[config.mk]
export PLATFORM = sky130hd
export DESIGN_NAME = rx_dsp_top
export DESIGN_NICKNAME = d
export VERILOG_FILES = /design/src/hw/dsp_pkg.sv /design/src/hw/dsp_cfg_if.sv /design/src/hw/dsp_cfg_regs.sv /design/src/hw/code_pipeline.sv /design/src/hw/comb_ffe.sv /design/src/hw/comb_slicer.sv /design/src/hw/data_aligner.sv /design/src/hw/bits_estimator_datapath.sv /design/src/hw/rx_dsp_top.sv
export SDC_FILE = /design/constraint.sdc
export NUM_CORES = 2
export LEC_CHECK = 0
export ABC_AREA = 1
export BUFFER_PORTS_ARGS = -buffer_cell sky130_fd_sc_hd__buf_2
export CORE_ASPECT_RATIO = 0.75
export CORE_MARGIN = 10
export CORE_UTILIZATION = 48
export DETAILED_ROUTE_END_ITERATION = 10
export GPL_ROUTABILITY_DRIVEN = 0
export REMOVE_ABC_BUFFERS = 1
export SLEW_MARGIN = 0
export SYNTH_ARGS = -nofsm -noshare
export SYNTH_HDL_FRONTEND = slang
export SYNTH_SLANG_ARGS = --single-unit
[constraint.sdc]
create_clock -name clk -period 11.1 [get_ports clk]
set_input_delay 0.555 -clock clk [delete_from_list [all_inputs] [get_ports clk]]
set_output_delay 0.555 -clock clk [all_outputs]
set_load 0.01 [all_outputs]
[src/hw/dsp_pkg.sv]
package dsp_pkg;

    // Datapath word types
    typedef logic signed [7:0] code_t;
    typedef logic signed [7:0] weight_t;
    typedef logic signed [9:0] est_t;
    typedef logic signed [17:0] acc_t;
    typedef logic [2:0] shift_t;
    typedef logic signed [2:0] sym_t;

    // Configuration port types
    typedef logic [4:0] cfg_addr_t;
    typedef logic [9:0] cfg_data_t;

    // Register map bases, weights start at zero
    localparam cfg_addr_t shift_base_addr = 5'd12;
    localparam cfg_addr_t level_base_addr = 5'd16;
    localparam cfg_addr_t align_addr = 5'd19;

    // At least one estimate register, plus the output stage
    function automatic int total_depth_f(input int ffe_pipeline_depth);
        int base;
        base = (ffe_pipeline_depth > 1) ? ffe_pipeline_depth : 1;
        return base + 1;
    endfunction

endpackage

[src/hw/dsp_cfg_if.sv]
interface dsp_cfg_if
    import dsp_pkg::*;
#(
    parameter int channel_width = 4,
    parameter int ffe_length = 3
);

    // Tap-major: weights[k][c] is tap k of lane c
    weight_t [ffe_length-1:0][channel_width-1:0] weights;
    shift_t [channel_width-1:0] ffe_shift;
    // Lowest level first
    est_t [2:0] slice_levels;
    logic [$clog2(channel_width)-1:0] align_pos;

    modport src (
        output weights,
        output ffe_shift,
        output slice_levels,
        output align_pos
    );

    modport dst (
        input weights,
        input ffe_shift,
        input slice_levels,
        input align_pos
    );

endinterface

[src/hw/dsp_cfg_regs.sv]
module dsp_cfg_regs
    import dsp_pkg::*;
#(
    parameter int channel_width = 4,
    parameter int ffe_length = 3
) (
    input logic clk,
    input logic rst_n_i,
    input logic cfg_we_i,
    input cfg_addr_t cfg_addr_i,
    input cfg_data_t cfg_wdata_i,
    dsp_cfg_if.src cfg_o
);

    localparam int align_width = $clog2(channel_width);

    weight_t wdata_weight;
    shift_t wdata_shift;
    est_t wdata_level;

    assign wdata_weight = weight_t'(cfg_wdata_i[$bits(weight_t)-1:0]);
    assign wdata_shift = shift_t'(cfg_wdata_i[$bits(shift_t)-1:0]);
    assign wdata_level = est_t'(cfg_wdata_i);

    always_ff @(posedge clk or negedge rst_n_i) begin
        if (!rst_n_i) begin
            cfg_o.weights <= '0;
            cfg_o.ffe_shift <= '0;
            cfg_o.slice_levels <= '0;
            cfg_o.align_pos <= '0;
        end else if (cfg_we_i) begin
            for (int k = 0; k < ffe_length; k++) begin
                for (int c = 0; c < channel_width; c++) begin
                    if (int'(cfg_addr_i) == k * channel_width + c) begin
                        cfg_o.weights[k][c] <= wdata_weight;
                    end
                end
            end
            for (int c = 0; c < channel_width; c++) begin
                if (int'(cfg_addr_i) == int'(shift_base_addr) + c) begin
                    cfg_o.ffe_shift[c] <= wdata_shift;
                end
            end
            for (int l = 0; l < 3; l++) begin
                if (int'(cfg_addr_i) == int'(level_base_addr) + l) begin
                    cfg_o.slice_levels[l] <= wdata_level;
                end
            end
            // Anything else in the map is silently dropped
            if (cfg_addr_i == align_addr) begin
                cfg_o.align_pos <= cfg_wdata_i[align_width-1:0];
            end
        end
    end

endmodule

[src/hw/code_pipeline.sv]
module code_pipeline #(
    parameter int channel_width = 4,
    parameter int bitwidth = 8,
    parameter int depth = 2
) (
    input logic clk,
    input logic rst_n_i,
    input logic signed [channel_width-1:0][bitwidth-1:0] data_i,
    output logic signed [depth:0][channel_width-1:0][bitwidth-1:0] stages_o
);

    // delay_regs[k] holds the input from k cycles back
    logic [depth:1][channel_width-1:0][bitwidth-1:0] delay_regs;

    always_ff @(posedge clk or negedge rst_n_i) begin
        if (!rst_n_i) begin
            delay_regs <= '0;
        end else begin
            delay_regs[1] <= data_i;
            for (int k = 2; k <= depth; k++) begin
                delay_regs[k] <= delay_regs[k-1];
            end
        end
    end

    // Stage 0 is the live input
    assign stages_o = {delay_regs, data_i};

endmodule

[src/hw/comb_ffe.sv]
module comb_ffe
    import dsp_pkg::*;
#(
    parameter int channel_width = 4,
    parameter int ffe_length = 3
) (
    input code_t [2*channel_width-1:0] codes_i,
    input weight_t [ffe_length-1:0][channel_width-1:0] weights_i,
    input shift_t [channel_width-1:0] shift_i,
    output est_t [channel_width-1:0] est_o
);

    localparam acc_t est_max = acc_t'(2 ** ($bits(est_t) - 1) - 1);
    localparam acc_t est_min = -est_max - acc_t'(1);

    always_comb begin
        acc_t acc;
        acc_t shifted;
        logic signed [$bits(weight_t)+$bits(code_t)-1:0] prod;

        for (int c = 0; c < channel_width; c++) begin
            acc = '0;
            // Tap k looks k samples back, crossing into the older cycle for small c
            for (int k = 0; k < ffe_length; k++) begin
                prod = weights_i[k][c] * codes_i[channel_width+c-k];
                acc = acc + acc_t'(prod);
            end
            shifted = acc >>> shift_i[c];
            if (shifted > est_max) begin
                est_o[c] = est_t'(est_max);
            end else if (shifted < est_min) begin
                est_o[c] = est_t'(est_min);
            end else begin
                est_o[c] = est_t'(shifted);
            end
        end
    end

endmodule

[src/hw/comb_slicer.sv]
module comb_slicer
    import dsp_pkg::*;
#(
    parameter int channel_width = 4
) (
    input est_t [channel_width-1:0] est_i,
    input est_t [2:0] levels_i,
    output sym_t [channel_width-1:0] sym_o
);

    localparam sym_t sym_p3 = 3'sd3;
    localparam sym_t sym_p1 = 3'sd1;
    localparam sym_t sym_m1 = -3'sd1;
    localparam sym_t sym_m3 = -3'sd3;

    // Strict compare, so an estimate on a level goes to the lower symbol
    always_comb begin
        for (int c = 0; c < channel_width; c++) begin
            if (est_i[c] > levels_i[2]) begin
                sym_o[c] = sym_p3;
            end else if (est_i[c] > levels_i[1]) begin
                sym_o[c] = sym_p1;
            end else if (est_i[c] > levels_i[0]) begin
                sym_o[c] = sym_m1;
            end else begin
                sym_o[c] = sym_m3;
            end
        end
    end

endmodule

[src/hw/data_aligner.sv]
module data_aligner #(
    parameter int channel_width = 4,
    parameter int bitwidth = 8
) (
    input logic signed [2*channel_width-1:0][bitwidth-1:0] segment_i,
    input logic [$clog2(channel_width)-1:0] align_pos_i,
    output logic signed [channel_width-1:0][bitwidth-1:0] aligned_o
);

    // Window of channel_width lanes starting at align_pos_i, older half at the bottom
    always_comb begin
        for (int i = 0; i < channel_width; i++) begin
            aligned_o[i] = segment_i[int'(align_pos_i) + i];
        end
    end

endmodule

[src/hw/bits_estimator_datapath.sv]
module bits_estimator_datapath
    import dsp_pkg::*;
#(
    parameter int channel_width = 4,
    parameter int ffe_length = 3,
    parameter int ffe_pipeline_depth = 1
) (
    input logic clk,
    input logic rst_n_i,
    input code_t [channel_width-1:0] act_codes_i,
    dsp_cfg_if.dst cfg_i,
    output code_t [channel_width-1:0] act_codes_o,
    output est_t [channel_width-1:0] est_syms_o,
    output est_t [channel_width-1:0] aligned_est_o,
    output sym_t [channel_width-1:0] symbols_o
);

    localparam int total_depth = total_depth_f(ffe_pipeline_depth);

    code_t [total_depth:0][channel_width-1:0] code_stages;
    code_t [2*channel_width-1:0] ffe_codes;
    est_t [channel_width-1:0] ffe_est;
    est_t [total_depth:0][channel_width-1:0] est_stages;
    est_t [2*channel_width-1:0] flat_est;
    sym_t [channel_width-1:0] slice_sym;
    sym_t [1:0][channel_width-1:0] sym_stages;
    sym_t [2*channel_width-1:0] flat_sym;

    // ADC code delay line, also feeds the FFE history
    code_pipeline #(
        .channel_width(channel_width),
        .bitwidth($bits(code_t)),
        .depth(total_depth)
    ) u_code_pipe (
        .clk(clk),
        .rst_n_i(rst_n_i),
        .data_i(act_codes_i),
        .stages_o(code_stages)
    );

    assign act_codes_o = code_stages[total_depth];

    // Previous cycle in the low lanes, current cycle above
    assign ffe_codes = {code_stages[0], code_stages[1]};

    comb_ffe #(
        .channel_width(channel_width),
        .ffe_length(ffe_length)
    ) u_ffe (
        .codes_i(ffe_codes),
        .weights_i(cfg_i.weights),
        .shift_i(cfg_i.ffe_shift),
        .est_o(ffe_est)
    );

    code_pipeline #(
        .channel_width(channel_width),
        .bitwidth($bits(est_t)),
        .depth(total_depth)
    ) u_est_pipe (
        .clk(clk),
        .rst_n_i(rst_n_i),
        .data_i(ffe_est),
        .stages_o(est_stages)
    );

    assign est_syms_o = est_stages[total_depth];

    comb_slicer #(
        .channel_width(channel_width)
    ) u_slicer (
        .est_i(est_stages[ffe_pipeline_depth]),
        .levels_i(cfg_i.slice_levels),
        .sym_o(slice_sym)
    );

    code_pipeline #(
        .channel_width(channel_width),
        .bitwidth($bits(sym_t)),
        .depth(1)
    ) u_sym_pipe (
        .clk(clk),
        .rst_n_i(rst_n_i),
        .data_i(slice_sym),
        .stages_o(sym_stages)
    );

    // Both aligners see the older cycle in the lower half
    assign flat_est = {est_stages[ffe_pipeline_depth], est_stages[ffe_pipeline_depth+1]};
    assign flat_sym = {sym_stages[0], sym_stages[1]};

    data_aligner #(
        .channel_width(channel_width),
        .bitwidth($bits(est_t))
    ) u_est_align (
        .segment_i(flat_est),
        .align_pos_i(cfg_i.align_pos),
        .aligned_o(aligned_est_o)
    );

    data_aligner #(
        .channel_width(channel_width),
        .bitwidth($bits(sym_t))
    ) u_sym_align (
        .segment_i(flat_sym),
        .align_pos_i(cfg_i.align_pos),
        .aligned_o(symbols_o)
    );

endmodule

[src/hw/rx_dsp_top.sv]
module rx_dsp_top
    import dsp_pkg::*;
#(
    parameter int channel_width = 4,
    parameter int ffe_length = 3,
    parameter int ffe_pipeline_depth = 1
) (
    input logic clk,
    input logic rst_n_i,
    input logic cfg_we_i,
    input cfg_addr_t cfg_addr_i,
    input cfg_data_t cfg_wdata_i,
    input code_t [channel_width-1:0] act_codes_i,
    output code_t [channel_width-1:0] act_codes_o,
    output est_t [channel_width-1:0] est_syms_o,
    output est_t [channel_width-1:0] aligned_est_o,
    output sym_t [channel_width-1:0] symbols_o
);

    dsp_cfg_if #(
        .channel_width(channel_width),
        .ffe_length(ffe_length)
    ) u_cfg_if ();

    dsp_cfg_regs #(
        .channel_width(channel_width),
        .ffe_length(ffe_length)
    ) u_cfg_regs (
        .clk(clk),
        .rst_n_i(rst_n_i),
        .cfg_we_i(cfg_we_i),
        .cfg_addr_i(cfg_addr_i),
        .cfg_wdata_i(cfg_wdata_i),
        .cfg_o(u_cfg_if.src)
    );

    bits_estimator_datapath #(
        .channel_width(channel_width),
        .ffe_length(ffe_length),
        .ffe_pipeline_depth(ffe_pipeline_depth)
    ) u_datapath (
        .clk(clk),
        .rst_n_i(rst_n_i),
        .act_codes_i(act_codes_i),
        .cfg_i(u_cfg_if.dst),
        .act_codes_o(act_codes_o),
        .est_syms_o(est_syms_o),
        .aligned_est_o(aligned_est_o),
        .symbols_o(symbols_o)
    );

endmodule

==> impl_metrics.tcl <==
set metrics [dict create \
    status "finished, violations left" \
    violations "negative hold slack" \
    min_path_type "in2async" \
    reg2reg_to "u_datapath.u_est_pipe.stages_o[45]$_DFF_PN0_" \
    drc 0 \
    layout_common_cells "inv_1 (1547), nand2_1 (1486), fa_1 (936)" \
    cp_slowest_stage_delay_ps 760 \
    initial_core_util_pct 48.3 \
    vias 38900 \
    met2_usage_pct 38.4 \
    synth_top_family_by_area "adder cells" \
    async_reset_ff_share_pct 100 \
    grt-busiest-layer "met2" \
    die-width_um 396 \
    synthXorXnorAreaFrac_pct 0.963 \
    critPathCaptureType "flip-flop" \
    syn_to_final_growth_pct 5.30 \
    io_buffer_count 173 \
    clk_pin_slew_worst_paths_ps 70 \
    synth-seq-cells 293 \
    required_ps 11600 \
    yosys.cell_types.count 53 \
    postCtsSetupRepairBufs 0 \
    grt_max_degree 139 \
    pre_cts_ws_ps 3170 \
    synthCells 6237 \
    maxCapViolCount 0 \
    reg2reg_depth 25 \
    nNetsFinal 7535 \
    die_y_um 302 \
    grtUsageMet3_pct 4.36 \
    cts-root-buf "clkbuf_16" \
    io_pins 174 \
    finalMaxSlewViolations 0 \
    synth-simple-area-share_pct 16.1 \
    synth-edff-count 0 \
    grt-ovfl-total 0 \
    dpl.hpwl_mm 118 \
    first_iter_violations 3291 \
    avgSynthCellArea_um2 8.16 \
    rsz0062_at_grt "false" \
    ant_nets 0 \
    skew_ps 45.5 \
    path_class "reg2reg" \
    synth.area.mux_share_pct 0.531 \
    slowest_stage "dfrtp_1" \
    max_slew_margin_pct 13.7 \
    wirelength_mm 146 \
    layout_min_cycle_time_ps 7590 \
    grt_pass1_wl_mm 234 \
    globalRouteMet1Util_pct 37.0 \
    layout_commonest_cell "inv_1" \
    first_global_vias 40200 \
    cts_sinks 293 \
    final_core_util_pct 50.9 \
    antenna_found_initial 6 \
    finalSetupViolCount 0 \
    dr.pass1.iters 6 \
    n_fill_cell 10100 \
    viasPerCell 5.13 \
    drive_gt1_share_pct 5.53 \
    rows 103 \
    crit_path_frequent_cell "fa_1" \
    tightestPinTransition_ps 1290 \
    fmax_ghz 0.132 \
    grtUsageTotal_pct 25.0 \
    start_kind "flip-flop" \
    hold_viol 8 \
    whs_ps -36.9 \
    synthesis.area_um2 50900 \
    h-tree-depth 2 \
    post_cts_resized 0 \
    clk_latency_ps 620 \
    cts_tree "built" \
    cp.arrival_ps 8090 \
    fp.coreArea_um2 105000 \
    synth_warnings 0 \
    cp_max_fo 16 \
    hold_buffers 0 \
    clockBufferDepth 3 \
    fin_tns_setup_ps 0 \
    synthAdderAreaFrac_pct 47.0 \
    reg2reg_from "u_datapath.u_code_pipe.stages_o[63]$_DFF_PN0_" \
    cts_buffers 38 \
    rrSetupSlack_ps 3510 \
    synth_compound_area_share_pct 6.42 \
    die-area_um2 120000 \
    synthFlopType "dfrtp_1" \
    fin_crit_sh_pct 68.4 \
    wl_per_cell_um 19.2 \
    ys_seq_area_share_pct 14.4 \
    fin_ws_ps 3510 \
]
state kept, by name (all words and copies together), names as in the netlist:
register / cells
u_cfg_regs.cfg_o.align_pos: 2
u_datapath.u_sym_pipe.stages_o: 9
u_cfg_regs.cfg_o.weights: 96
u_cfg_regs.cfg_o.slice_levels: 30
u_datapath.u_est_pipe.stages_o: 80
u_datapath.u_code_pipe.stages_o: 64
u_cfg_regs.cfg_o.ffe_shift: 12
synth_stat cells, types with 20 or more instances:
library cell  instances  area, µm²
o22a_1               20        175
o21ai_0             365       1830
dfrtp_1             293       7330
nand3_1             206       1030
xnor2_1              26        228
nand2_1            1486       5580
ha_1                414       5180
fa_1                936      18700
buf_4                73        548
nor2_1              216        811
o211ai_1             34        255
nand4_1              21        131
mux2i_1              27        270
clkbuf_1            256        961
a21oi_1             110        551
xor2_1               30        263
inv_1              1548       5810
critical path, delay by kind of cell (launching register included):
kind / cells / cell delay, ps
AO/OA/AOI/OAI: 2 / 470
adder cells (fa/ha/maj): 8 / 3930
buffers and inverters: 4 / 690
flip-flops: 1 / 760
AND/OR/NAND/NOR: 11 / 1650
how the worst max path moves through the flow:
stage                                                        startpoint                                            to
final                     u_datapath.u_code_pipe.stages_o[63]$_DFF_PN0_  u_datapath.u_est_pipe.stages_o[45]$_DFF_PN0_
after global routing      u_datapath.u_code_pipe.stages_o[63]$_DFF_PN0_  u_datapath.u_est_pipe.stages_o[45]$_DFF_PN0_
after CTS                 u_datapath.u_code_pipe.stages_o[63]$_DFF_PN0_  u_datapath.u_est_pipe.stages_o[45]$_DFF_PN0_
after detailed placement                                act_codes_i[15]  u_datapath.u_est_pipe.stages_o[50]$_DFF_PN0_
after global placement                                  act_codes_i[11]  u_datapath.u_est_pipe.stages_o[73]$_DFF_PN0_
after floorplan                                         act_codes_i[15]  u_datapath.u_est_pipe.stages_o[50]$_DFF_PN0_
cell families (layout without fill, tap and decap cells):
family	count (synthesis)	after routing
xor gates and xnor gates	56	56
other	1	3
muxes	27	27
AOI/OAI and AO/OA	589	589
and+or+nand+nor	2015	2015
adders and majority gates	1350	1350
buffers and inverters	1906	1833
DFF	293	293
through the flow:
stage               instance area (µm²)  hold WS [ps]  std cells
finish                            53600         -36.9       7583
global route                      53600          32.3       7582
CTS                               53600          21.7       7581
detailed placement                52200           337       7512
global placement                  52200           332       7512
floorplan                         49300           259       5891
cell type report:
class	count	area, µm²	share of cell area, %
sequential	293	7330	13.7
clock inverter	25	382	0.712
clock buffer	44	993	1.85
timing repair buffer	204	1120	2.09
multi-input combinational	4038	36100	67.4
inverter	1560	5860	10.9
tap	1417	1770	3.31
antenna	2	5.00	0.00934
layer usage:
metal | routed length, µm | share of wire (%)
met5 | 8 | 0.0055
met2 | 63100 | 43
met1 | 67000 | 46
met4 | 3580 | 2.5
met3 | 12200 | 8.4
Power is not shown: default switching activity piles up to over one toggle a cycle in this logic, so the estimate is an artifact.
